--- config.mk ---
export PLATFORM = sky130hd
export DESIGN_NAME = regFile
export DESIGN_NICKNAME = d
export VERILOG_FILES = /design/src/verilog/regFile.sv
export SDC_FILE = /design/constraint.sdc
export NUM_CORES = 2
export LEC_CHECK = 0
export BUFFER_PORTS_ARGS = -buffer_cell sky130_fd_sc_hd__buf_2
export CORE_ASPECT_RATIO = 0.7
export CORE_MARGIN = 3
export CORE_UTILIZATION = 50
export CTS_BUF_LIST = sky130_fd_sc_hd__clkbuf_16
export DETAILED_ROUTE_END_ITERATION = 10
export GPL_ROUTABILITY_DRIVEN = 0
export PLACE_DENSITY = 0.73
export SYNTH_ARGS = -nofsm -noshare
export SYNTH_HDL_FRONTEND = slang
export SYNTH_SLANG_ARGS = --single-unit
--- constraint.sdc ---
create_clock -name clk -period 3.7 [get_ports clk]
set_input_delay 0.37 -clock clk [delete_from_list [all_inputs] [get_ports clk]]
set_output_delay 0.37 -clock clk [all_outputs]
set_load 0.005 [all_outputs]
--- src/verilog/regFile.sv ---
`timescale 1ns/10ps

module regFile (
    input  logic        clk,
    input  logic        arstN,
    input  logic        wen,
    input  logic [4:0]  waddr,
    input  logic [63:0] wdata,
    input  logic [4:0]  raddr1,
    input  logic [4:0]  raddr2,
    output logic [63:0] rdata1,
    output logic [63:0] rdata2
);

    logic [63:0] regs [1:31]; // x0 has no storage

    always_ff @(posedge clk or negedge arstN) begin
        if (!arstN) begin
            for (int i = 1; i < 32; i++) begin
                regs[i] <= '0;
            end
        end else if (wen && (waddr != 5'd0)) begin
            regs[waddr] <= wdata;
        end
    end

    assign rdata1 = (raddr1 == 5'd0) ? 64'd0 : regs[raddr1];
    assign rdata2 = (raddr2 == 5'd0) ? 64'd0 : regs[raddr2];

endmodule

==> results by group <==
Status
  • Status: finished, final reports clean

CTS
  • H-tree depth: 4
  • CTS tree: built
  • CTS Sinks: 1984
  • CTS buffer count: 195
  • Bufs on Longest Clock Path: 4
  • Clock Latency Late Sink: 0.83 ns
  • Worst-path clk slew: 0.07 ns
  • Clock root cell: clkbuf_16

Synthesis
  • Cells after synthesis: roughly 7400
  • FFs w/ async S/R, synth: 100.0%
  • Mapped Area: 0.1067 sq mm
  • Register bit total from synthesis: approximately 2000
  • Yosys warnings: 0
  • Mean Syn Cell Area: 14.32 sq um
  • Post-synth EDFFs: 0
  • Seq/Total Area, Yosys: 46.55%
  • Synth unique cells: 44
  • Main flop type after synthesis: dfrtp_1
  • Mapped Nets: 7531

Drt
  • 1st-iter DRT viols: 8724
  • Post-route DRC: 0
  • Drt first pass iters: 8
  • Routed len/inst: about 33 um
  • Routed wire length on met2: 155.9 mm
  • Vias per cell: between 6 and 7
  • Via Count: 71923
  • Metal3 WL: 34.69 mm
  • Top layer in use: met5
  • WL met1: 139.5 mm
  • Total Wirelength: 344.4 mm
  • Post-DRT Antenna Nets: 0

Pwr
  • Max IR drop VDD: 0.0003682 V
  • Leak: 0.05203 uW
  • Power Density: 528.3 mW/mm^2
  • Total Power: roughly 63000 uW

Global routing
  • Initial antenna violation count: 36
  • Total Routing Usage GR: 31.30%
  • First-pass GRT wire length: 508.4 mm
  • Pin count of the biggest net entering global routing: around 130
  • Number of global-route vias before repair: 72969
  • Total gr overflow: 0

Placed design
  • Post-DP HPWL: 195.9 mm
  • Post-DP Area: 0.1122 sq mm
  • IO Port Bufs: 209
  • Cell count after placement: 9983
  • Place WS: 0.4002 ns

Worst setup path
  • Setup Crit Path Kind: register to primary output
  • Data arrival time of the worst path: 2.98 ns
  • Crit start category: register
  • Required @ worst endpoint: 3.33 ns
  • Slowest CP cell: mux4_2
  • CP Max Fanout: 3
  • CP endpoint kind: primary output
  • Critical Path Max Stage Delay: approximately 0.47 ns
  • Cell Chain, Critical Path: mux4_2, mux2_2, o211ai_1, o21ai_0, buf_2

Final layout
  • Non-filler cells, final: 10352
  • Share of post-route cells with drive strength above 1: 50.43%
  • Nets@finish: about 7500
  • Area grow syn2layout: 10.93%
  • Largest register FFs: 1984
  • Top flop regs: regs: 1984 flops
  • Fin area: 0.1183 sq mm
  • Most flop-heavy register: regs

Die
  • Die area: between 0.2 and 0.25 sq mm
  • I/O Pins: 210
  • Core Region: roughly 0.21 sq mm
  • DIE WIDTH: approximately 560 um
  • Starting Density: 50.43%
  • Die H: a little under 400 um
  • Core Rows: 141

Timing
  • Final Skew: 0 ns
  • RSZ-0062 raised after global routing: false
  • Final hold violations: 0
  • FMAX: between 200 and 300 MHz
  • Setup TNS: 0 ns
  • Fin crit share: 90.44%
  • Worst relative slew slack: 27.97%
  • Final setup viols: 0
  • Final WS setup: 0.3539 ns
  • Least-Margin Pin Slew: 1.080 ns
  • Final Max Slew Viols: 0
  • Fin crit period: roughly 3.3 ns

Flow run
  • Max-cap violations: 0

Hold path
  • HP Class: input port to register
[through the flow]
step / utilization [%] / hold WS (ns)
after floorplan: - / 0.07441
after global placement: 53.04 / 0.4111
after detailed placement: 53.04 / 0.4224
after CTS: 55.91 / 0.08989
after global routing: 55.92 / 0.1446
final: 55.94 / 0.1380
[layout by cell type (no fill, tap or decap), types with 19 or more instances in the layout]
| master | instances |
|---|---|
| a21oi_1 | 121 |
| a31oi_1 | 68 |
| clkbuf_16 | 198 |
| clkinv_1 | 41 |
| o211ai_1 | 79 |
| inv_1 | 35 |
| mux2_2 | 2178 |
| buf_2 | 199 |
| mux2i_1 | 458 |
| dfrtp_1 | 1984 |
| nor2b_1 | 112 |
| a22oi_1 | 75 |
| clkinv_2 | 44 |
| mux4_2 | 748 |
| nor3_1 | 88 |
| diode_2 | 19 |
| o21ai_0 | 105 |
| nand2_1 | 239 |
| a221oi_1 | 119 |
| buf_4 | 209 |
| nor2_1 | 89 |
| buf_12 | 131 |
[kinds of logic (layout without fill, tap and decap cells)]
group | count (synthesis) | after routing | share of synthesized area (%)
buf+inv | 803 | 899 | 3.370
flops | 1984 | 1984 | 46.55
other cells | 0 | 19 | 0
compound gates | 651 | 651 | 4.212
simple gates | 620 | 620 | 2.691
mux | 3391 | 3391 | 43.18
[cell type report]
cell class                 count  area, sq um
sequential                  1984        49650
multi-input combinational   4662        53730
clock inverter               151         1116
fill                       16477        93200
antenna                       19        47.55
inverter                       1        6.256
timing repair buffer         549         5329
tap                         2788         3488
clock buffer                 198         4955
[routing by layer]
layer / track usage, % / up-vias
met1: 43.94 / 38529
met4: 12.28 / 12
met3: 7.521 / 834
met2: 47.20 / 4189
met5: 0 / -
li1: - / 28359
[Yosys cell counts (6+ instances only)]
cell type,instances,share of area [%]
mux2_2,2178,23
dfrtp_1,1984,47
mux4_2,748,16
mux2i_1,458,4.3
clkbuf_1,446,1.6
nand2_1,253,0.89
buf_2,251,1.2
a21oi_1,121,0.57
nor2b_1,121,0.71
a221oi_1,119,0.98
o21ai_0,105,0.49
nor2_1,98,0.34
nor3_1,88,0.41
o211ai_1,79,0.56
a22oi_1,75,0.53
a31oi_1,68,0.40
buf_1,49,0.17
buf_4,41,0.29
nand3_1,19,0.089
o32a_1,18,0.17
or3_1,16,0.094
buf_6,15,0.16
o221ai_1,15,0.12
a211o_1,9,0.074
a21o_1,9,0.063
o22ai_1,9,0.053
a311oi_1,8,0.066
nand2b_1,8,0.047
nor2_2,7,0.041
mux2_4,6,0.084
[repair_timing]
action                    4_1_cts  5_1_grt
resized for setup               0        0
hold endpoints to repair       68        0
hold buffers                    1        0
buffers inserted                0        0
[worst max-delay path, delay by kind of cell (launching register included)]
kind	cells	cell delay (ns)
mux	2	0.74
buf+inv	1	0.24
compound gates	2	0.74
flops	1	0.41
[worst paths after layout]
| check | start | end | slack (ns) | cells past startpoint |
|---|---|---|---|---|
| max | regs[257] | rdata2[1] | 0.35 | 5 |
| min | wdata[27] | regs[667] | 0.14 | 2 |
| max reg2reg | regs[429] | regs[429] | 2.86 | 1 |
| min reg2reg | regs[872] | regs[872] | 0.52 | 1 |
| max in group asynchronous | arstN | regs[1772] | 2.12 | 3 |
| min in group asynchronous | arstN | regs[323] | 0.15 | 2 |
[where the power goes]
part	internal, uW	leakage [uW]	switching, uW
Sequential	26000	0.0254	3340
Combinational	7990	0.0235	5590
Clock	10800	0.00313	8840
Total	44700	0.0520	17800
No activity file was read; power rests on OpenSTA's default activity.
