===== src/verilog/rvCore_params.svh =====
`ifndef RVCORE_PARAMS_SVH
`define RVCORE_PARAMS_SVH

// first fetch address after reset
`define RESET_PC 64'h0000_0000_0000_0000

// bus byte address width
`define MEM_AW 16

// bus data width
`define MEM_DW 64

`endif


===== src/verilog/rvCorePkg.sv =====
`include "rvCore_params.svh"

package rvCorePkg;

    typedef enum logic [6:0] {
        LOAD    = 7'b0000011,
        STORE   = 7'b0100011,
        BRANCH  = 7'b1100011,
        JAL     = 7'b1101111,
        JALR    = 7'b1100111,
        LUI     = 7'b0110111,
        AUIPC   = 7'b0010111,
        OPIMM   = 7'b0010011,
        OPIMM32 = 7'b0011011,
        OP      = 7'b0110011,
        OP32    = 7'b0111011
    } opcodeE;

    typedef enum logic [1:0] {
        IDLE,
        EXEC,
        MEMWAIT
    } coreStateE;

    typedef struct packed {
        logic                  valid;
        logic                  write;
        logic [7:0]            mask;
        logic [`MEM_AW-1:0]    addr;  // low 3 bits always zero
        logic [`MEM_DW-1:0]    wdata; // already in byte lanes
    } memReqT;

    typedef struct packed {
        logic        loadValid;
        logic        storeValid;
        logic [2:0]  funct3;
        logic [63:0] addr;
        logic [63:0] storeData;
    } lsReqT;

    typedef struct packed {
        opcodeE      opcode;
        logic [2:0]  funct3;
        logic [6:0]  funct7;
        logic [4:0]  rd;
        logic [4:0]  rs1;
        logic [4:0]  rs2;
        logic [63:0] immI;
        logic [63:0] immS;
        logic [63:0] immB;
        logic [63:0] immU;
        logic [63:0] immJ;
    } decodeT;

    typedef struct packed {
        logic        valid;
        logic [63:0] pc;
        logic [31:0] inst;
        logic        wen;
        logic [4:0]  rd;
        logic [63:0] wdata;
        logic [63:0] nextPc;
    } retireT;

endpackage


===== src/verilog/fetchUnit.sv =====
`timescale 1ns/10ps
`include "rvCore_params.svh"

module fetchUnit import rvCorePkg::*; (
    input  logic               clk,
    input  logic               arstN,
    output memReqT             fetchReq,
    input  logic               fetchGnt,
    input  logic               fetchRsp,
    input  logic [`MEM_DW-1:0] rspData,
    input  logic               instTake,
    input  logic               redirect,
    input  logic [63:0]        redirectPc,
    output logic               instValid,
    output logic [31:0]        inst,
    output logic [63:0]        instPc
);

    logic [63:0] fetchPc;
    logic [31:0] bufInst;
    logic        bufValid;
    logic        inFlight;
    logic        fetchEn;   // first request one cycle after reset release

    assign fetchReq.valid = fetchEn && !bufValid && !inFlight && !redirect;
    assign fetchReq.write = 1'b0;
    assign fetchReq.mask  = 8'h00;
    assign fetchReq.addr  = {fetchPc[`MEM_AW-1:3], 3'b000};
    assign fetchReq.wdata = '0;

    always_ff @(posedge clk or negedge arstN) begin
        if (!arstN) begin
            fetchPc  <= `RESET_PC;
            bufValid <= 1'b0;
            inFlight <= 1'b0;
            fetchEn  <= 1'b0;
        end else begin
            fetchEn <= 1'b1;
            if (fetchGnt) begin
                inFlight <= 1'b1;
            end else if (fetchRsp) begin
                inFlight <= 1'b0;
            end
            if (redirect) begin
                fetchPc  <= redirectPc;
                bufValid <= 1'b0;
            end else begin
                if (instTake) begin
                    fetchPc  <= fetchPc + 64'd4;
                    bufValid <= 1'b0;
                end
                if (fetchRsp) begin
                    bufValid <= 1'b1;
                end
            end
        end
    end

    always_ff @(posedge clk) begin
        if (fetchRsp && !redirect) begin
            bufInst <= fetchPc[2] ? rspData[63:32] : rspData[31:0]; // half by pc bit 2
        end
    end

    assign instValid = bufValid;
    assign inst      = bufInst;
    assign instPc    = fetchPc;

endmodule


===== config.mk =====
export PLATFORM = sky130hd
export DESIGN_NAME = fetchUnit
export DESIGN_NICKNAME = d
export VERILOG_FILES = /design/src/verilog/rvCorePkg.sv /design/src/verilog/fetchUnit.sv
export VERILOG_INCLUDE_DIRS = /design/src /design/src/verilog
export SDC_FILE = /design/constraint.sdc
export NUM_CORES = 1
export LEC_CHECK = 0
export BUFFER_PORTS_ARGS = -buffer_cell sky130_fd_sc_hd__clkbuf_2
export CELL_PAD_IN_SITES_DETAIL_PLACEMENT = 1
export CELL_PAD_IN_SITES_GLOBAL_PLACEMENT = 1
export CORE_ASPECT_RATIO = 0.8
export CORE_UTILIZATION = 32
export DETAILED_ROUTE_END_ITERATION = 8
export MAX_ROUTING_LAYER = met4
export PLACE_DENSITY = 0.8
export SYNTH_ARGS = -nofsm -noshare
export SYNTH_HDL_FRONTEND = slang
export SYNTH_SLANG_ARGS = --single-unit

===== constraint.sdc =====
create_clock -name clk -period 2.77 [get_ports clk]
set_input_delay 0.277 -clock clk [delete_from_list [all_inputs] [get_ports clk]]
set_output_delay 0.277 -clock clk [all_outputs]
set_load 0.01 [all_outputs]

==> qor.txt <==
Worst-path clk slew = 0.08 ns
FF+latch count, synth = 99
Startpoint types = flip-flop
First-pass GRT wire length = 28300 µm
Layout cell share with drive strength beyond 1 = 37.7%
Static Leak = 3.18 nW
Max Slew Vio Count = 0
Total routed wirelength = 18400 µm
Largest net degree at the start of global routing = 68
Most Crowded Layer GR = met2
Relative slew margins = 38.2%
Placed cells = 1039
Failing checks = DRC
Drt via density = 4.85
Via Count = 5115
Core Area = 17500 µm²
Pwr/cell area = 521 nW/µm²
Total CTS buffers = 9
Ys Warns = 0
CP Capture Type = flip-flop
Pre-Repair DR Iteration Count = 7
Clock skew = 0.0101 ns
FMAX = 415 MHz
Crit Path Max Fanout = 19
H-Tree Depth = 3
Worst-path cell chain = and4_1 -> nand4_4 -> or4_1 -> buf_4 -> or4_1 -> a31oi_1
CP Class = flip-flop to flip-flop
Synth Cell Area = 5800 µm²
Die X = 153 µm
Grt met1 use = 26.9%
Max Root-Sink Buffers = 2
CTS tree = built
CTS sink count = 99
Post-DP Area = 6900 µm²
Drt initial violations = 228
# setup viols final = 0
Crit path largest cell delay = 0.49 ns
WP data arrival = 2.69 ns
Fin crit share = 87.0%
Sequential element share of the synthesized area = 45.5%
Commonest non-fill, non-tap cell in the layout = clkbuf_2
Fin area = 7180 µm²
GPL Wtd Cong = 0.838
Antenna diodes = 0
Crit path max-delay family = simple AND/OR/NAND/NOR gates
Fillers = 2125
Layout net count = 960
Final min period = 2.41 ns
Most frequent cells in the layout = clkbuf_2 (243), conb_1 (77), dfrtp_1 (67)
Number of library cell types mapped by synthesis = 40
Row count = 43
Post-DR wirelength/cell = 17.4 µm
Setup TNS = 0 ns
Hold Slack = 0.0358 ns
Io pins = 321
Status = complete, but fails checks
Full die area = 18700 µm²
Post-Synthesis Cells = 600
Initial antenna violation count = 0
Number of max-cap violations = 0
Remaining Overflow, GRT = 0
Worst slew pin tran = 0.928 ns
Final cell count without fillers = 1055
Total GRT Usage = 20.3%
Worst-skew pair later-pin latency = 0.36 ns
Slowest-stage cell, CP = or4_1
Worst hold path type = input port to asynchronous set/reset pin
Pwr Total = 0.00374 W
Routed Antenna Nets = 0
Post-DP HPWL = 14400 µm
# hold bufs at CTS = 0
Root buffer cell = clkbuf_16
Final hold violation count = 0
Post-CTS setup buffer count = 0
Critical Path Most Common Cell = or4_1
Die H = 122 µm
Synth-to-layout area growth = 23.8%
Worst EP required = 3.05 ns
Post_cts resized = 0
CP bufs+invs = 1
RSZ-0062 raised after global routing = no
Syn Area/Cell = 9.67 µm²
Initial Util = 33.1%
Residual DRC count = 15
Worst reg-to-reg setup slack = 0.36 ns
Vias in the first global route = 4941
Port Buffers = 244
Peak VDD IR = 0.000248 V
Met3 Use GR = 3.53%
Met2 Use GR = 32.1%
## routing by layer
layer | wire length (µm) | up-vias
li1 | - | 2435
met1 | 8440 | 2505
met2 | 8730 | 159
met3 | 919 | 16
met4 | 288 | 0
met5 | 0 | -
## final cells by class
cell class / instances / area (µm²) / area share (%)
multi-input combinational: 454 / 2640 / 36.8
sequential: 99 / 2640 / 36.7
timing repair buffer: 256 / 1310 / 18.3
tap: 225 / 282 / 3.92
clock buffer: 9 / 225 / 3.14
clock inverter: 7 / 60.1 / 0.836
inverter: 5 / 18.8 / 0.261
## registers in the layout, summed over array words and instances, names as in the netlist
name	count
fetchEn	1
inFlight	1
inst	32
instPc	64
instValid	1
## worst paths after layout
| kind | cells after the start | to | start |
|---|---|---|---|
| hold / removal | 1 | instPc[62] | arstN |
| max in group asynchronous | 1 | instPc[6] | arstN |
| hold reg to reg | 1 | inFlight | inFlight |
| setup / recovery | 6 | instPc[51] | instPc[4] |
| setup reg to reg | 6 | instPc[51] | instPc[4] |
| min in group clk | 2 | inFlight | fetchGnt |
## worst register-to-register path, cell delays in order (launching register included)
cell and delay [ns]:
dfrtp_1 0.44, and4_1 0.40, nand4_4 0.15, or4_1 0.49, buf_4 0.21, or4_1 0.49
a31oi_1 0.17
## metrics by stage
| stage | utilization (%) | worst slack (ns) |
|---|---|---|
| 5_1_grt | 40.9 | 0.181 |
| 4_1_cts | 40.9 | 0.338 |
| 2_1_floorplan | - | 0.270 |
| 3_3_place_gp | 39.3 | 0.342 |
| 3_5_place_dp | 39.3 | 0.308 |
| 6_report | 40.9 | 0.361 |
## cell families (layout without fill, tap and decap cells)
| group | count (synthesis) | after routing | synth area share, % |
|---|---|---|---|
| DFF | 99 | 99 | 45.5 |
| and+or+nand+nor | 216 | 216 | 19.5 |
| xor gates and xnor gates | 33 | 33 | 4.98 |
| AOI/OAI and AO/OA | 91 | 91 | 8.91 |
| buffers and inverters | 122 | 277 | 13.8 |
| muxes | 36 | 36 | 6.97 |
| other | 2 | 77 | 0.129 |
| adders and majority gates | 1 | 1 | 0.216 |
## cells in the mapped netlist (all sizes together)
library cell,count,area [µm²]
nor2,38,143
xor2,10,87.6
nand4b,2,17.5
a21o,1,7.51
conb,2,7.51
buf,94,698
ha,1,12.5
o31ai,6,45.0
nor3,11,55.1
or4,8,60.1
xnor2,23,201
a22oi,1,7.51
a221o,1,10.0
mux2,35,394
and3,7,43.8
a21oi,1,5.00
and4,7,61.3
nor4,9,62.6
a31oi,26,163
or3,23,144
and2,3,18.8
nand3,28,140
nand2b,1,6.26
nor3b,1,7.51
mux2i,1,10.0
dfrtp,67,1680
or2,2,12.5
o21ai,54,270
nand2,54,203
nor2b,1,6.26
nor4b,1,8.76
clkbuf,23,86.3
edfxtp,32,961
nand4,20,140
inv,5,18.8
o311ai,1,8.76
## report_power, final
| group | total [W] | internal, W | switching [W] | leakage (nW) |
|---|---|---|---|---|
| Clock | 0.00125 | 0.000624 | 0.000623 | 0.131 |
| Combinational | 0.000711 | 0.000307 | 0.000405 | 1.96 |
| Sequential | 0.00178 | 0.00164 | 0.000144 | 1.08 |
No activity file was read; power rests on OpenSTA's default activity.
