## src/verilog/rvCore_params.svh

```systemverilog
`ifndef RVCORE_PARAMS_SVH
`define RVCORE_PARAMS_SVH

// first fetch address after reset
`define RESET_PC 64'h0000_0000_0000_0000

// bus byte address width
`define MEM_AW 16

// bus data width
`define MEM_DW 64

`endif

```

## src/verilog/rvCorePkg.sv

```systemverilog
`include "rvCore_params.svh"

package rvCorePkg;

    typedef enum logic [6:0] {
        LOAD    = 7'b0000011,
        STORE   = 7'b0100011,
        BRANCH  = 7'b1100011,
        JAL     = 7'b1101111,
        JALR    = 7'b1100111,
        LUI     = 7'b0110111,
        AUIPC   = 7'b0010111,
        OPIMM   = 7'b0010011,
        OPIMM32 = 7'b0011011,
        OP      = 7'b0110011,
        OP32    = 7'b0111011
    } opcodeE;

    typedef enum logic [1:0] {
        IDLE,
        EXEC,
        MEMWAIT
    } coreStateE;

    typedef struct packed {
        logic                  valid;
        logic                  write;
        logic [7:0]            mask;
        logic [`MEM_AW-1:0]    addr;  // low 3 bits always zero
        logic [`MEM_DW-1:0]    wdata; // already in byte lanes
    } memReqT;

    typedef struct packed {
        logic        loadValid;
        logic        storeValid;
        logic [2:0]  funct3;
        logic [63:0] addr;
        logic [63:0] storeData;
    } lsReqT;

    typedef struct packed {
        opcodeE      opcode;
        logic [2:0]  funct3;
        logic [6:0]  funct7;
        logic [4:0]  rd;
        logic [4:0]  rs1;
        logic [4:0]  rs2;
        logic [63:0] immI;
        logic [63:0] immS;
        logic [63:0] immB;
        logic [63:0] immU;
        logic [63:0] immJ;
    } decodeT;

    typedef struct packed {
        logic        valid;
        logic [63:0] pc;
        logic [31:0] inst;
        logic        wen;
        logic [4:0]  rd;
        logic [63:0] wdata;
        logic [63:0] nextPc;
    } retireT;

endpackage

```

## src/verilog/memArbiter.sv

```systemverilog
`timescale 1ns/10ps
`include "rvCore_params.svh"

module memArbiter import rvCorePkg::*; (
    input  logic               clk,
    input  logic               arstN,
    input  memReqT             fetchReq,
    input  memReqT             dataReq,
    output logic               fetchGnt,
    output logic               dataGnt,
    output memReqT             memReq,
    input  logic [`MEM_DW-1:0] memRdata,
    output logic               fetchRsp,
    output logic               dataRsp,
    output logic [`MEM_DW-1:0] rspData
);

    logic rdPending;
    logic rdOwnerData; // who issued last cycle's read

    // data side always wins
    assign dataGnt  = dataReq.valid;
    assign fetchGnt = fetchReq.valid && !dataReq.valid;
    assign memReq   = dataReq.valid ? dataReq : fetchReq;

    always_ff @(posedge clk or negedge arstN) begin
        if (!arstN) begin
            rdPending   <= 1'b0;
            rdOwnerData <= 1'b0;
        end else begin
            rdPending   <= memReq.valid && !memReq.write;
            rdOwnerData <= dataReq.valid;
        end
    end

    assign fetchRsp = rdPending && !rdOwnerData;
    assign dataRsp  = rdPending && rdOwnerData;
    assign rspData  = memRdata;

endmodule

```

## config.mk

```make
export PLATFORM = sky130hd
export DESIGN_NAME = memArbiter
export DESIGN_NICKNAME = d
export VERILOG_FILES = /design/src/verilog/rvCorePkg.sv /design/src/verilog/memArbiter.sv
export VERILOG_INCLUDE_DIRS = /design/src /design/src/verilog
export SDC_FILE = /design/constraint.sdc
export NUM_CORES = 1
export LEC_CHECK = 0
export BUFFER_PORTS_ARGS = -buffer_cell sky130_fd_sc_hd__buf_2
export CELL_PAD_IN_SITES_DETAIL_PLACEMENT = 1
export CELL_PAD_IN_SITES_GLOBAL_PLACEMENT = 2
export CORE_AREA = 2 2 155 157
export DETAILED_ROUTE_END_ITERATION = 10
export DIE_AREA = 0 0 157 159
export MAX_ROUTING_LAYER = met4
export PLACE_DENSITY_LB_ADDON = 0.1
export SYNTH_ARGS = -nofsm -noshare
export SYNTH_HDL_FRONTEND = slang
export SYNTH_SLANG_ARGS = --single-unit
```

## constraint.sdc

```tcl
create_clock -name clk -period 1.6 [get_ports clk]
set_input_delay 0.24 -clock clk [delete_from_list [all_inputs] [get_ports clk]]
set_output_delay 0.24 -clock clk [all_outputs]
set_load 0.005 [all_outputs]
```

==> impl_metrics.yaml, run 1 <==
cells_and_area:
  final_cells: 703
  drive_above_1_share: 0.963
  final_cell_mix: "buf_2, mux2_4, mux2_2, buf_12, clkbuf_16"
  synthToLayoutAreaGrowth_pct: 71.2
  nets: 631
  final_common_cell: "buf_2"
clocking:
  clk_pin_slew_worst_paths_ns: 0.03
  root_buffer: "clkbuf_16"
  clockBufferDepth: 2
  cts_max_level: 1
  cts_resized: 0
  tritoncts: "done"
  numCtsBuffers: 3
  cts.sinks: 2
  post_cts.repair.setup_buffers: 0
yosys:
  muxShareOfSynthArea: 0.644
  synth_xor_area_frac: 0
  synth_cells: 174
  syn_nets: 420
  yosysSeqAreaShare: 0.0260
  synth_top_family_by_area: "multiplexers"
  ys_top_cells_by_area: "mux2_4, buf_4, mux2_2, buf_6, dfrtp_1"
  synth_top_area_cell: "mux2_4"
  synthSimpleGateAreaFrac: 0.0150
  netlist_area_um2: 1920
  synth-seq-cells: 2
  synth_top_area_frac: 0.515
  ys.warnings.count: 0
  syn_avg_cell_area_um2: 11.1
  yosysUniqueCellTypes: 14
  synth_compound_area_frac: 0.00716
  synth-adder-area-share: 0
worst_setup_path:
  cp_slowest_cell: "mux2_4"
  cpMostUsedCell: "buf_12"
  crit_chain: "buf_4 -> buf_12 -> buf_12 -> mux2_4 -> buf_2"
  required_ns: 1.36
  cp_num_buf_inv: 4
  cp-start-kind: "primary input"
  critical_path_class: "in2out"
  crit_family: "buffers and inverters"
  path_max_fanout: 18
  crit_arrival_ns: 1.17
  endpoint_kind: "primary output"
  critical-path-max-stage-delay_ns: 0.31
sta:
  setup_viol: 0
  maxSlewViolCount: 0
  max_freq_ghz: 0.707
  whs_ns: 0.353
  rsz0062_at_grt: "no"
  layout_min_cycle_time_ns: 1.41
  final.setup.tns_ns: 0
  slew_headroom: 0.766
  fin_crit_sh: 0.884
  tightestPinTransition_ns: 0.351
  final-hold-violation-count: 0
pwr:
  switching_power_mw: 0.334
  p_int_mw: 0.902
  clkPwrFrac: 0.302
  comb_power_share: 0.653
  p_per_area_nw_per_um2: 375
  ir_drop_mv: 0.328
  fin_total_pwr_mw: 1.24
  pwr-share-seq: 0.045
  netSwitchingFraction: 0.270
  leakage_nw: 1.85
place:
  gp_congestion: 0.646
  placed_cells: 698
  portBuffers: 275
  dpl.hpwl_um: 8250
global_route:
  grt_pass1_vias: 2224
  grt_max_degree: 46
  grt_pass1_wl_um: 12300
  gr-total-overflow: 0
  antenna_found_initial: 0
  grt.total_usage: 0.0653
floorplan:
  die-width_um: 157
  die_h_um: 159
  ios: 404
  initial_core_util: 0.0829
  core_um2: 23200
  die-area_um2: 25000
  row_count: 56
route:
  viasPerCell: 2.98
  ant_nets: 0
  dr.pass1.iters: 3
  wirelength_um: 9150
  route.detailed.drc: 0
  vias: 2098
  drt_iter0_drc: 42
  routedWlPerCell_um: 13.0
outcome:
  outcome: "completed"
worst_hold_path:
  min_path_type: "in2async"
run:
  maxCapViolations: 0
## through the flow
stage          worst slack [ns]  utilization  area (um^2)
2_1_floorplan             0.471            -         1920
3_3_place_gp              0.169        0.138         3200
3_5_place_dp              0.162        0.138         3200
4_1_cts                   0.163        0.142         3290
5_1_grt                   0.117        0.142         3290
6_report                  0.185        0.142         3290
## cell families (layout without fill, tap and decap cells)
kind of cell,count (synthesis),in the layout
buf+inv,77,286
simple gates,5,5
mux,88,88
flops,2,2
compound gates,2,2
other cells,0,1
## sequential cells by signal, summed over array words and instances, names as in the netlist
name,count
rdOwnerData,1
rdPending,1
## power by group through the flow
stage                     sequential, mW  clock (mW)  combinational (mW)
after global routing              0.0559       0.392               0.882
after detailed placement          0.0559           0               0.827
after CTS                         0.0554       0.383               0.831
final                             0.0553       0.374               0.807
after global placement            0.0557           0               0.828
after floorplan                   0.0555           0               0.510
## Yosys cell counts
| cell | number |
|---|---|
| o21ai_1 | 1 |
| nor2b_1 | 2 |
| dfrtp_1 | 2 |
| buf_2 | 2 |
| nand2_1 | 1 |
| mux2_2 | 20 |
| a22o_1 | 1 |
| or2_1 | 1 |
| and2_1 | 1 |
| buf_4 | 66 |
| mux2_1 | 2 |
| buf_6 | 7 |
| inv_1 | 2 |
| mux2_4 | 66 |
## per-layer routing
metal	share of wire	up-vias	routed length, um	GRT usage
li1	-	956	-	-
met1	0.32	935	2960	0.0587
met2	0.54	185	4910	0.133
met3	0.13	22	1160	0.0166
met4	0.012	0	108	0.0146
met5	0	-	0	-
## how the worst max path moves through the flow
stage                            end  cells past startpoint  slack, ns   startpoint
after floorplan           memReq[21]                      3       0.47  dataReq[89]
after global placement    memReq[68]                      5       0.17  dataReq[89]
after detailed placement  memReq[74]                      5       0.16  dataReq[89]
after CTS                 memReq[74]                      5       0.16  dataReq[89]
after global routing      memReq[62]                      5       0.12  dataReq[89]
final                     memReq[62]                      5       0.19  dataReq[89]
## what timing repair did
item,CTS,global route
hold endpoints to repair,2,0
endpoints found under the setup margin,0,0
hold buffers,1,0
## cell type report
cell class | count | area, um^2
antenna | 1 | 2.50
clock buffer | 3 | 75.1
fill | 2806 | 19900
inverter | 2 | 7.51
multi-input combinational | 95 | 1280
sequential | 2 | 50.0
tap | 319 | 399
timing repair buffer | 281 | 1480
No activity file was read; power rests on OpenSTA's default activity.
==> run 2, diff against run 1 <==
Settings changed: CELL_PAD_IN_SITES_GLOBAL_PLACEMENT 2 to 1, CORE_AREA 2 2 155 157 to 4 4 155 157, DIE_AREA 0 0 157 159 to 0 0 159 161.
Clock period 1.6 ns to 1.22 ns, I/O delays scaled along.
==> run 2 against run 1 <==
Compared with the run above:
- non-clock buffer count grew 1
- combinational power is 34% higher
- global-route usage increased by 0.37 points
- worst setup slack got worse by 0.18 ns
- die area is 2.5% higher
- highest routed layer unchanged
- worst hold slack worse by 0.042 ns
==> impl_metrics.yaml, run 2 (same netlist as run 1, synthesis figures left out) <==
pwr:
  fin_total_pwr_mw: 1.64
  ir_drop_mv: 0.279
  leakage_nw: 1.87
  p_per_area_nw_per_um2: 500
sta:
  timing.final.ws_setup_ns: 0.00829
  rsz0062_at_grt: "yes"
  maxSlewViolCount: 0
  layout_min_cycle_time_ns: 1.21
  tightestPinTransition_ns: 0.226
  slew_headroom: 0.849
  fin_crit_sh: 0.993
  final-hold-violation-count: 0
  whs_ns: 0.310
  max_freq_ghz: 0.825
  setup_viol: 0
run:
  maxCapViolations: 0
floorplan:
  die-area_um2: 25600
  core_um2: 22500
  ios: 404
  row_count: 55
  die_h_um: 161
  die-width_um: 159
  initial_core_util: 0.0855
cells_and_area:
  final_cell_mix: "buf_2, mux2_4, mux2_2, buf_12, clkbuf_16"
  stdcell_area_um2: 3290
  n_fill_cell: 2735
  final_common_cell: "buf_2"
  synthToLayoutAreaGrowth_pct: 70.9
  nets: 632
  final_cells: 669
  num_antenna_cells: 0
  largestRegisters: "rdOwnerData (1), rdPending (1)"
  drive_above_1_share: 0.964
place:
  placed_cells: 664
  portBuffers: 275
  place_ws_ns: -0.0469
  gp_congestion: 0.719
  placed_cell_area_um2: 3160
  dpl.hpwl_um: 8700
clocking:
  tritoncts: "done"
  post_cts.repair.setup_buffers: 0
  cts.sinks: 2
  cts_max_level: 1
  clockBufferDepth: 2
  numCtsBuffers: 3
  root_buffer: "clkbuf_16"
  clk_pin_slew_worst_paths_ns: 0.03
route:
  routedWlPerCell_um: 14.3
  drt_iter0_drc: 21
  ant_nets: 0
  vias: 2134
  dr.pass1.iters: 2
  wirelength_um: 9540
  route.detailed.drc: 0
  viasPerCell: 3.19
worst_hold_path:
  min_path_type: "in2async"
global_route:
  antenna_found_initial: 0
  grt_pass1_vias: 2330
  grt.total_usage: 0.0691
  gr-total-overflow: 0
  grt_max_degree: 28
  grt_pass1_wl_um: 13800
worst_setup_path:
  endpoint: "memReq[76]"
  crit_cells: 4
  crit_arrival_ns: 1.03
  endpoint_kind: "primary output"
  critical-path-max-stage-delay_ns: 0.30
  cp_slowest_cell: "mux2_4"
  path_max_fanout: 10
  crit_chain: "buf_8 -> bufbuf_16 -> mux2_4 -> buf_2"
  required_ns: 1.04
  cp_num_buf_inv: 3
  critical_path_class: "in2out"
  cp-start-kind: "primary input"
  crit_family: "buffers and inverters"
  cp-startpoint: "dataReq[89]"
outcome:
  outcome: "completed"
## run 2: changes by cell type in the layout (fill, tap and decap cells not counted)
cell,previous run,this run
buf_8,0,1
bufbuf_16,0,1
diode_2,1,0
buf_4,2,1
## run 2: area by class of cell
| cell class | instances | area, um^2 | share of cell area |
|---|---|---|---|
| timing repair buffer | 282 | 1520 | 0.461 |
| clock buffer | 3 | 75.1 | 0.0228 |
| tap | 285 | 357 | 0.108 |
| sequential | 2 | 50.0 | 0.0152 |
| multi-input combinational | 95 | 1280 | 0.390 |
| inverter | 2 | 7.51 | 0.00228 |
## run 2: repair_timing
| item | in CTS | in global routing |
|---|---|---|
| pin swaps | 0 | 0 |
| resized for setup | 1 | 1 |
| cloned | 1 | 0 |
| endpoints found under the hold margin | 2 | 0 |
| hold buffers | 1 | 0 |
| endpoints found under the setup margin | 53 | 54 |
## run 2: metal layers
metal  wire length, um  track usage  vias to the layer above
met4               113       0.0142                        0
met2              5300        0.136                      194
met3              1120       0.0281                       16
li1                  -            -                      956
met1              3010       0.0620                      968
met5                 0            -                        -
## run 2: how the worst min path moves through the flow
stage | startpoint | endpoint | depth (start not counted)
floorplan | arstN | rdOwnerData | 0
global placement | arstN | rdPending | 1
detailed placement | arstN | rdPending | 1
CTS | arstN | rdOwnerData | 2
global route | arstN | rdOwnerData | 2
finish | arstN | rdOwnerData | 2
## run 2: power by group
part	internal, mW	total, mW	switching, mW
Sequential	0.0710	0.0726	0.00164
Clock	0.417	0.489	0.0720
Combinational	0.710	1.08	0.371
Total	1.20	1.64	0.445
## run 2: per-stage QoR
| step | utilization | setup TNS, ns |
|---|---|---|
| after global placement | 0.141 | -0.832 |
| after detailed placement | 0.141 | -1.11 |
| after global routing | 0.146 | -0.180 |
| after CTS | 0.146 | -0.348 |
| after floorplan | - | 0 |
| final | 0.146 | 0 |
