<file path="config.mk">
export PLATFORM = sky130hd
export DESIGN_NAME = loadStoreUnit
export DESIGN_NICKNAME = d
export VERILOG_FILES = /design/src/verilog/rvCorePkg.sv /design/src/verilog/loadStoreUnit.sv
export VERILOG_INCLUDE_DIRS = /design/src /design/src/verilog
export SDC_FILE = /design/constraint.sdc
export NUM_CORES = 1
export LEC_CHECK = 0
export BUFFER_PORTS_ARGS = -buffer_cell sky130_fd_sc_hd__buf_2
export CAP_MARGIN = 20
export CORE_AREA = 2 2 136 138
export CTS_CLUSTER_DIAMETER = 60
export DETAILED_ROUTE_END_ITERATION = 12
export DIE_AREA = 0 0 138 140
export GPL_TIMING_DRIVEN = 0
export PLACE_DENSITY = 0.58
export SYNTH_ARGS = -nofsm -noshare
export SYNTH_HDL_FRONTEND = slang
export SYNTH_SLANG_ARGS = --single-unit
export TNS_END_PERCENT = 30
</file>
<file path="constraint.sdc">
create_clock -name clk -period 3 [get_ports clk]
set_input_delay 0.3 -clock clk [delete_from_list [all_inputs] [get_ports clk]]
set_output_delay 0.3 -clock clk [all_outputs]
set_load 0.02 [all_outputs]
</file>
<file path="src/verilog/rvCore_params.svh">
`ifndef RVCORE_PARAMS_SVH
`define RVCORE_PARAMS_SVH

// first fetch address after reset
`define RESET_PC 64'h0000_0000_0000_0000

// bus byte address width
`define MEM_AW 16

// bus data width
`define MEM_DW 64

`endif

</file>
<file path="src/verilog/rvCorePkg.sv">
`include "rvCore_params.svh"

package rvCorePkg;

    typedef enum logic [6:0] {
        LOAD    = 7'b0000011,
        STORE   = 7'b0100011,
        BRANCH  = 7'b1100011,
        JAL     = 7'b1101111,
        JALR    = 7'b1100111,
        LUI     = 7'b0110111,
        AUIPC   = 7'b0010111,
        OPIMM   = 7'b0010011,
        OPIMM32 = 7'b0011011,
        OP      = 7'b0110011,
        OP32    = 7'b0111011
    } opcodeE;

    typedef enum logic [1:0] {
        IDLE,
        EXEC,
        MEMWAIT
    } coreStateE;

    typedef struct packed {
        logic                  valid;
        logic                  write;
        logic [7:0]            mask;
        logic [`MEM_AW-1:0]    addr;  // low 3 bits always zero
        logic [`MEM_DW-1:0]    wdata; // already in byte lanes
    } memReqT;

    typedef struct packed {
        logic        loadValid;
        logic        storeValid;
        logic [2:0]  funct3;
        logic [63:0] addr;
        logic [63:0] storeData;
    } lsReqT;

    typedef struct packed {
        opcodeE      opcode;
        logic [2:0]  funct3;
        logic [6:0]  funct7;
        logic [4:0]  rd;
        logic [4:0]  rs1;
        logic [4:0]  rs2;
        logic [63:0] immI;
        logic [63:0] immS;
        logic [63:0] immB;
        logic [63:0] immU;
        logic [63:0] immJ;
    } decodeT;

    typedef struct packed {
        logic        valid;
        logic [63:0] pc;
        logic [31:0] inst;
        logic        wen;
        logic [4:0]  rd;
        logic [63:0] wdata;
        logic [63:0] nextPc;
    } retireT;

endpackage

</file>
<file path="src/verilog/loadStoreUnit.sv">
`timescale 1ns/10ps
`include "rvCore_params.svh"

module loadStoreUnit import rvCorePkg::*; (
    input  logic               clk,
    input  logic               arstN,
    input  lsReqT              lsReq,
    output memReqT             dataReq,
    input  logic               dataGnt,
    input  logic               dataRsp,
    input  logic [`MEM_DW-1:0] rspData,
    output logic [63:0]        loadData
);

    logic [2:0]  off;
    logic [7:0]  laneMask;
    logic [2:0]  ldFunct3;
    logic [2:0]  ldOff;
    logic [63:0] rspShift;
    logic [63:0] extended;

    assign off = lsReq.addr[2:0];

    always_comb begin
        case (lsReq.funct3[1:0])
            2'b00: laneMask = 8'h01 << off;
            2'b01: laneMask = 8'h03 << off;
            2'b10: laneMask = 8'h0f << off;
            default: laneMask = 8'hff;
        endcase
    end

    assign dataReq.valid = lsReq.loadValid | lsReq.storeValid;
    assign dataReq.write = lsReq.storeValid;
    assign dataReq.mask  = lsReq.storeValid ? laneMask : 8'h00;
    assign dataReq.addr  = {lsReq.addr[`MEM_AW-1:3], 3'b000};
    assign dataReq.wdata = lsReq.storeData << {off, 3'b000}; // into byte lanes

    // size and offset are needed again when the read returns
    always_ff @(posedge clk or negedge arstN) begin
        if (!arstN) begin
            ldFunct3 <= 3'd0;
            ldOff    <= 3'd0;
        end else if (dataGnt && lsReq.loadValid) begin
            ldFunct3 <= lsReq.funct3;
            ldOff    <= off;
        end
    end

    assign rspShift = rspData >> {ldOff, 3'b000};

    always_comb begin
        case (ldFunct3)
            3'b000: extended = {{56{rspShift[7]}}, rspShift[7:0]};    // lb
            3'b001: extended = {{48{rspShift[15]}}, rspShift[15:0]};  // lh
            3'b010: extended = {{32{rspShift[31]}}, rspShift[31:0]};  // lw
            3'b100: extended = {56'd0, rspShift[7:0]};
            3'b101: extended = {48'd0, rspShift[15:0]};
            3'b110: extended = {32'd0, rspShift[31:0]};
            default: extended = rspShift;                            // ld
        endcase
    end

    assign loadData = dataRsp ? extended : 64'd0;

endmodule

</file>
==> results of run 1 <==
## placed cells by master (no fill, tap or decap), drive strengths merged
| master | instances |
|---|---|
| a211oi | 23 |
| a32oi | 1 |
| nor2 | 91 |
| o2111ai | 1 |
| mux2i | 103 |
| mux4 | 9 |
| nand2b | 12 |
| and2 | 20 |
| o22ai | 23 |
| inv | 6 |
| buf | 338 |
| o21a | 39 |
| dfrtp | 6 |
| ha | 2 |
| dlygate4sd3 | 1 |
| and2b | 1 |
| o2bb2ai | 1 |
| nor2b | 29 |
| mux2 | 37 |
| nand3 | 4 |
| conb | 3 |
| a221oi | 1 |
| clkbuf | 49 |
| o211ai | 1 |
| o21ai | 25 |
| o22a | 1 |
| or4 | 1 |
| and3 | 14 |
| nand4 | 1 |
| a2bb2oi | 1 |
| nor4 | 1 |
| or2 | 2 |
| a21oi | 59 |
| a31oi | 6 |
| a311oi | 2 |
| nand2 | 49 |
| a21o | 4 |
## per-stage QoR
stage	utilization (%)	power [mW]	setup TNS, ns
3_3_place_gp	35.5	1.97	-1.29
4_1_cts	37.8	2.33	-1.12
3_5_place_dp	35.5	1.97	-0.865
5_1_grt	38.4	2.53	-5.76
2_1_floorplan	-	1.33	0
6_report	38.4	2.42	-2.19
## cell type report
type	count	share of cell area (%)
multi-input cells	567	59.1
repair buffers	300	26.1
clock buffers	3	1.10
plain buffers	85	6.92
flip-flops and latches	6	2.20
inverters	6	0.403
well taps	229	4.19
## per-layer routing
metal  vias to the layer above  global-route usage, %  part of all wire (%)
li1                       2978                      -                     -
met3                        79                   5.13                    10
met2                       485                   45.0                    48
met1                      2998                   28.3                    37
met4                         0                   11.5                   4.9
met5                         -                      0                     0
## registers in the layout (all words and copies together) (netlist names)
signal,cells
ldFunct3,3
ldOff,3
## final timing paths
kind                        startpoint      endpoint  slack [ns]  depth (start not counted)
max                           ldOff[0]  loadData[39]       -0.13                          9
max in group asynchronous        arstN      ldOff[0]        2.44                          2
min reg2reg                ldFunct3[2]   ldFunct3[2]        0.67                          1
max reg2reg                   ldOff[2]      ldOff[2]        0.86                          4
min                         lsReq[130]   ldFunct3[2]        0.30                          2
min in group asynchronous        arstN   ldFunct3[2]        0.42                          2
## kinds of logic (layout without fill, tap and decap cells)
kind of cell               Yosys count  after routing  synth area share (%)
adders and majority gates            2              2                 0.545
and+or+nand+nor                    225            225                  23.1
muxes                              149            149                  36.0
DFF                                  6              6                  3.27
AOI/OAI and AO/OA                  188            188                  27.0
other                                1              3                0.0817
buffers and inverters               91            394                  10.1
## timing repair
| item | CTS | global route |
|---|---|---|
| hold buffers | 1 | 0 |
| setup endpoints to repair | 66 | 52 |
| endpoints found under the hold margin | 6 | 0 |
| cloned | 0 | 1 |
| gates resized for setup | 90 | 20 |
| buffers inserted | 6 | 5 |
| pin swaps | 13 | 0 |
## where the power goes
part,internal [mW],leakage [nW],switching [mW],total [mW]
Clock,0.171,0.0370,0.0452,0.216
Sequential,0.0928,0.0717,0.0149,0.108
Combinational,0.854,3.26,1.24,2.09
Total,1.12,3.37,1.30,2.42
==> reports/results.ini, run 1 <==
[yosys]
synthArstFlopShare_pct = 100
netlist-cell-type-count = 43
netlist_top_cells_area = mux2i_1, mux2_2, nor2_1
yosys_warnings = 0
synth_top_cells_by_count = mux2i_1, nor2_1, a21oi_1, nand2_1, clkbuf_1
synth_top_area_share_pct = 22.5
syn_inst = 662
synth-seq-cells = 6
synth_area_um2 = 4590
yosys.area.top_type = mux2i_1
ys.flop_type = dfrtp_1
ys_seq_area_share_pct = 3.27
synth_most_common_cell = mux2i_1
synth_edf_count = 0
syn-mean-instance-area_um2 = 6.93

[power]
leakage_nw = 3.37
irDropWorstVdd_v = 0.000195
power_density_nw_per_um2 = 354

[sta]
period_share_pct = 104
relSlewSlack_pct = 28.6
hold_viol = 0
rsz0062_at_grt = yes
worst_slew_pin_slew_ns = 1.07
finalClockSkew_ns = 0
hold-worst-slack_ns = 0.302
final-setup-viol-count = 41
fmaxAchievable_mhz = 320
timing.final.ws_setup_ns = -0.127
period_needed_ns = 3.13
drv_slew = 0

[setup_path]
slowest_delay_ns = 0.53
path_buf_inv = 4
worstSetupEndpointType = output pin
critPathKind = reg -> out
critical_path.most_common_cell = buf_6
path_max_fanout = 6
cp.arrival_ns = 2.83
path_cells = buf_6, mux2i_2, mux4_2, or4_4, a32oi_4, buf_4, buf_6, o21a_1, buf_6
crit_required_ns = 2.70
crit_family = multiplexers
cpMaxStageDelayCell = or4_4
startpoint_type = register

[clock_tree]
clockRootBuffer = clkbuf_16
clk_latency_ns = 0.23
cts_made_buffers = 3
cts_tree = done
clock_path_buffers = 2
htree_num_levels = 1
clk_pin_slew_ns = 0.03
clock_sinks = 6

[cells_and_area]
final_cell_area_um2 = 6830
drive_above_1_share_pct = 41.8
fill_cells = 1940
antenna_cells = 0
final_cells = 1196
seq_area_um2 = 150
multi_input_area_um2 = 4040
layout-area-overhead-vs-synth_pct = 48.9
nets = 1172

[routing]
totalWireLength_um = 26100
wl_per_cell_um = 21.8
ant_nets = 0
dr_total_vias = 6540
first_pass_iters = 5
drtIter0Drc = 458
drc = 0
via_per_inst = 5.47

[floorplan]
core_area_um2 = 17800
die_area_um2 = 19300
dieWidth_um = 138
initial_core_util_pct = 25.8
ios = 355
fp.dieH_um = 140
rows = 49

[place]
port_buffers = 287
dp_slack_ns = -0.128
dpl_cell_area_um2 = 6320
post-place-cells = 1180
place.gp.congestion = 0.936
dpl.hpwl_um = 20900

[grt]
grt_max_degree = 11
first_global_vias = 6486
antenna_found_initial = 0
gr-usage-all-layers_pct = 24.9
overflow = 0
grt_first_pass_wirelength_um = 38000

[run]
maxCapViolations = 0

[worst_hold_path]
hp-class = in -> reg

[status]
status = finished with violations
failed_checks = setup timing

Note: power is estimated with default switching activity, not from simulation.
==> run 2: changes to the inputs <==
- clock period: 3 -> 3.55 ns (I/O delays scaled with it)
==> run 2 against run 1 <==
Effect of this change: the flow now finishes without violations; non-clock buffer count shrank 12; sequential share of layout area rose by 0.15 points; clock skew is the same; critical path depth unchanged; utilization down 2.4 points; critical path type unchanged; count of clock-buffer cells in the layout is the same.
==> reports/results.ini, run 2 (synthesis gave the netlist of run 1 again) <==
[status]
status = complete, no violations

[floorplan]
rows = 49
core_area_um2 = 17800
die_area_um2 = 19300
fp.dieH_um = 140
dieWidth_um = 138
ios = 355
initial_core_util_pct = 25.8

[power]
power_density_nw_per_um2 = 293
p_total_mw = 1.88
seqPwrFrac_pct = 4.9
p_int_mw = 0.820
leakage_nw = 3.25
p_clk_share_pct = 9.7
switching_power_mw = 1.06
p_sw_share_pct = 56.3
p_comb_share_pct = 85.4
irDropWorstVdd_v = 0.000136

[setup_path]
path_cells = clkbuf_1, inv_1, clkbuf_1, buf_1, mux4_2, nor2_1, nor2_1, nor2_1, buf_2
slowest_delay_ns = 0.57
startpoint_type = register
path_max_fanout = 10
crit_family = buffers and inverters
cpMaxStageDelayCell = clkbuf_1
worstSetupEndpointType = output pin
reg2reg_from = ldOff[1]
r2r_setup_slack_ns = 1.06
reg2reg_depth = 5
cp.arrival_ns = 3.07
critical_path.most_common_cell = nor2_1
crit_required_ns = 3.19
critPathKind = reg -> out
path_buf_inv = 5
timing.rr.end = ldOff[1]

[grt]
gr-usage-all-layers_pct = 24.8
antenna_found_initial = 0
grt_max_degree = 11
overflow = 0
grt_first_pass_wirelength_um = 37700
first_global_vias = 6408

[cells_and_area]
layout-area-overhead-vs-synth_pct = 39.6
final_common_cell = buf_2
nets = 1160
reg_top3 = ldFunct3 (3), ldOff (3)
layout_common_cells = buf_2, mux2i_1, nor2_1
fill_cells = 1983
drive_above_1_share_pct = 40.1
antenna_cells = 0

[sta]
hold_viol = 0
fmaxAchievable_mhz = 292
drv_slew = 0
finalClockSkew_ns = 0
period_needed_ns = 3.42
fin_setup_tns_ns = 0
relSlewSlack_pct = 30.3
rsz0062_at_grt = no
final-setup-viol-count = 0
worst_slew_pin_slew_ns = 1.04
period_share_pct = 96.4

[clock_tree]
clk_pin_slew_ns = 0.03
cts_made_buffers = 3
clockRootBuffer = clkbuf_16
clock_sinks = 6
clock_path_buffers = 2
htree_num_levels = 1
clk_latency_ns = 0.23
post_cts_buffers = 0
cts_tree = done

[routing]
wl_per_cell_um = 21.9
totalWireLength_um = 25900
via_per_inst = 5.48
dr_total_vias = 6488
drc = 0
drtIter0Drc = 452
first_pass_iters = 5
ant_nets = 0

[worst_hold_path]
hold_end = ldFunct3[2]
min_from = lsReq[130]
hp-class = in -> reg
hold_depth = 2

[place]
port_buffers = 287
dpl.hpwl_um = 20900
place.gp.congestion = 0.936

[run]
maxCapViolations = 0

-- run 2: cell count changes in the layout (fill, tap and decap cells not counted), moves of 4 or more --
cell | previous run | this run
buf_2 | 247 | 294
buf_4 | 40 | 17
buf_6 | 40 | 5
a21oi_2 | 4 | 10
a21oi_4 | 6 | 0
clkbuf_1 | 39 | 43
-- run 2: per-layer routing --
metal  up-vias  share of wire (%)  GRT usage [%]
li1       2950                  -              -
met1      2978                 37           28.2
met2       484                 48           44.6
met3        76                9.8           4.75
met4         0                4.9           12.0
met5         -                  0              0
-- run 2: per-stage QoR --
step	area, µm²	util [%]	hold slack [ns]	std cells	worst slack, ns
2_1_floorplan	4600	-	0.0594	664	0.885
3_3_place_gp	6320	35.5	0.184	1180	0.320
3_5_place_dp	6320	35.5	0.183	1180	0.367
4_1_cts	6400	36.0	0.360	1184	0.128
5_1_grt	6400	36.0	0.371	1184	0.0334
6_report	6400	36.0	0.359	1184	0.126
-- run 2: how the worst max path moves through the flow --
| stage | start | to | slack, ns | cells after the start |
|---|---|---|---|---|
| 5_1_grt | ldOff[2] | loadData[14] | 0.03 | 9 |
| 2_1_floorplan | ldOff[1] | loadData[46] | 0.88 | 7 |
| 4_1_cts | ldOff[0] | loadData[0] | 0.13 | 9 |
| 3_5_place_dp | ldOff[0] | loadData[5] | 0.37 | 9 |
| 3_3_place_gp | ldOff[0] | loadData[0] | 0.32 | 9 |
| 6_report | ldOff[2] | loadData[14] | 0.13 | 9 |
-- run 2: area by class of cell --
type	count	area [µm²]	share of cell area (%)
multi-input cells	567	3980	62.2
repair buffers	288	1450	22.6
plain buffers	85	442	6.90
well taps	229	287	4.47
flip-flops and latches	6	150	2.34
clock buffers	3	75.1	1.17
inverters	6	22.5	0.352
-- run 2: repair_timing --
action / in CTS / in global routing
setup endpoints to repair: 0 / 8
resized for setup: 0 / 2
hold buffers: 1 / 0
endpoints found under the hold margin: 6 / 0
-- run 2: power groups by stage --
stage	clock [mW]	sequential, mW	combinational (mW)
final	0.182	0.0913	1.60
after global routing	0.187	0.0930	1.69
after CTS	0.184	0.0906	1.58
after detailed placement	0	0.0913	1.58
after global placement	0	0.0909	1.58
after floorplan	0	0.0875	1.03
-- run 2: worst register-to-register path: cells and delay by family, from the launching register on --
| family | cells | cell delay, ns |
|---|---|---|
| DFF | 1 | 0.30 |
| buffers and inverters | 4 | 1.85 |
| muxes | 1 | 0.27 |
==> run 3: changes to the inputs <==
- BUFFER_PORTS_ARGS: -buffer_cell sky130_fd_sc_hd__buf_2 -> -buffer_cell sky130_fd_sc_hd__buf_4
==> run 3 against run 2 <==
Effect of this change: power up 7.7%; cell count unchanged; sequential share of layout area down 0.24 points; hold slack better by 0.0076 ns; global-route usage up 0.13 points; non-clock buffer count unchanged; clock power down 2%; sequential cell count unchanged; utilization up 4.0 points; critical endpoint unchanged; highest routed layer unchanged.
==> reports/results.ini, run 3 (synthesis gave the netlist of run 1 again) <==
[routing]
first_pass_iters = 5
dr_total_vias = 6481
totalWireLength_um = 26100
drc = 0
ant_nets = 0
wl_per_cell_um = 22.1
drtIter0Drc = 401
via_per_inst = 5.47

[grt]
grt_first_pass_wirelength_um = 38300
gr-usage-all-layers_pct = 24.9
grt_use_met3_pct = 5.13
grt_busiest_layer = met2
antenna_found_initial = 0
grt_max_degree = 11
overflow = 0
use_met2_pct = 44.9
met1_usage_pct = 28.4
first_global_vias = 6448

[sta]
finalClockSkew_ns = 0
period_share_pct = 96.4
drv_slew = 0
final-setup-viol-count = 0
period_needed_ns = 3.42
fin_setup_tns_ns = 0
rsz0062_at_grt = no
worst_slew_pin_slew_ns = 0.964
relSlewSlack_pct = 35.5
hold_viol = 0
fmaxAchievable_mhz = 292
hold-worst-slack_ns = 0.367

[clock_tree]
post_cts_buffers = 0
clk_pin_slew_ns = 0.03
htree_num_levels = 1
cts_tree = done
clock_path_buffers = 2
cts_made_buffers = 3
clockRootBuffer = clkbuf_16
clk_latency_ns = 0.22
clock_sinks = 6

[place]
post-place-cells = 1180
dpl.hpwl_um = 21000
dpl_cell_area_um2 = 7040
port_buffers = 287
place.gp.congestion = 0.982

[power]
power_density_nw_per_um2 = 284
leakage_nw = 3.41
irDropWorstVdd_v = 0.000136
p_total_mw = 2.02

[worst_hold_path]
hp-class = in -> reg
hold_depth = 2

[run]
maxCapViolations = 0

[setup_path]
critPathKind = reg -> out
path_max_fanout = 10
cp.arrival_ns = 3.07
startpoint_type = register
crit_required_ns = 3.19
worstSetupEndpointType = output pin
reg2reg_depth = 5

[floorplan]
ios = 355
initial_core_util_pct = 25.8
core_area_um2 = 17800
rows = 49
dieWidth_um = 138
fp.dieH_um = 140
die_area_um2 = 19300

[cells_and_area]
antenna_cells = 0
layout_common_cells = buf_4, mux2i_1, nor2_1
final_cell_area_um2 = 7120
nets = 1160
reg_top3 = ldFunct3 (3), ldOff (3)
final_common_cell = buf_4
final_cells = 1184
drive_above_1_share_pct = 40.1
layout-area-overhead-vs-synth_pct = 55.2

[status]
status = complete, no violations

==> run 3: cell counts in the layout (fill, tap and decap cells not counted) <==
Identical to the previous run, type by type.
==> run 3: final timing paths <==
| check | slack (ns) | startpoint | to |
|---|---|---|---|
| min | 0.37 | lsReq[130] | ldFunct3[2] |
| min in group asynchronous | 0.48 | arstN | ldFunct3[2] |
| max reg2reg | 1.13 | ldOff[1] | ldOff[1] |
| min reg2reg | 0.64 | ldFunct3[2] | ldFunct3[2] |
| max in group asynchronous | 2.96 | arstN | ldOff[1] |
| max | 0.13 | ldOff[2] | loadData[14] |
==> run 3: where the power goes <==
part           switching (mW)  internal [mW]  leakage (nW)
registers              0.0122         0.0784        0.0717
logic                    1.02          0.738          3.30
clock network          0.0336          0.144        0.0370
total                    1.06          0.961          3.41
==> run 3: per-layer routing <==
layer / wire length, µm / up-vias
met3: 2580 / 72
met1: 9660 / 2991
li1: - / 2953
met2: 12700 / 465
met5: 0 / -
met4: 1170 / 0
==> run 3: worst max-delay path, cell delays in order, from the launching register on <==
cell and delay [ns]:
dfrtp_1 0.37, clkbuf_1 0.26, inv_1 0.13, clkbuf_1 0.58, buf_1 0.54, mux4_2 0.46, nor2_1 0.13, nor2_1 0.06
nor2_1 0.14, buf_4 0.17
==> run 3: layout make-up <==
type / count / area, µm²
tap: 229 / 287
sequential: 6 / 150
buffer: 85 / 442
timing repair buffer: 288 / 2160
fill: 1947 / 10700
clock buffer: 3 / 75.1
inverter: 6 / 22.5
multi-input combinational: 567 / 3980
==> run 3: timing repair <==
action | in CTS | in global routing
endpoints found under the hold margin | 6 | 0
gates resized for setup | 0 | 2
hold buffers | 1 | 0
setup endpoints to repair | 0 | 1
==> run 3: stage by stage <==
| step | utilization, % | worst slack, ns |
|---|---|---|
| 3_3_place_gp | 39.6 | 0.388 |
| 3_5_place_dp | 39.6 | 0.432 |
| 2_1_floorplan | - | 0.885 |
| 4_1_cts | 40.1 | 0.198 |
| 5_1_grt | 40.1 | 0.0541 |
| 6_report | 40.1 | 0.129 |
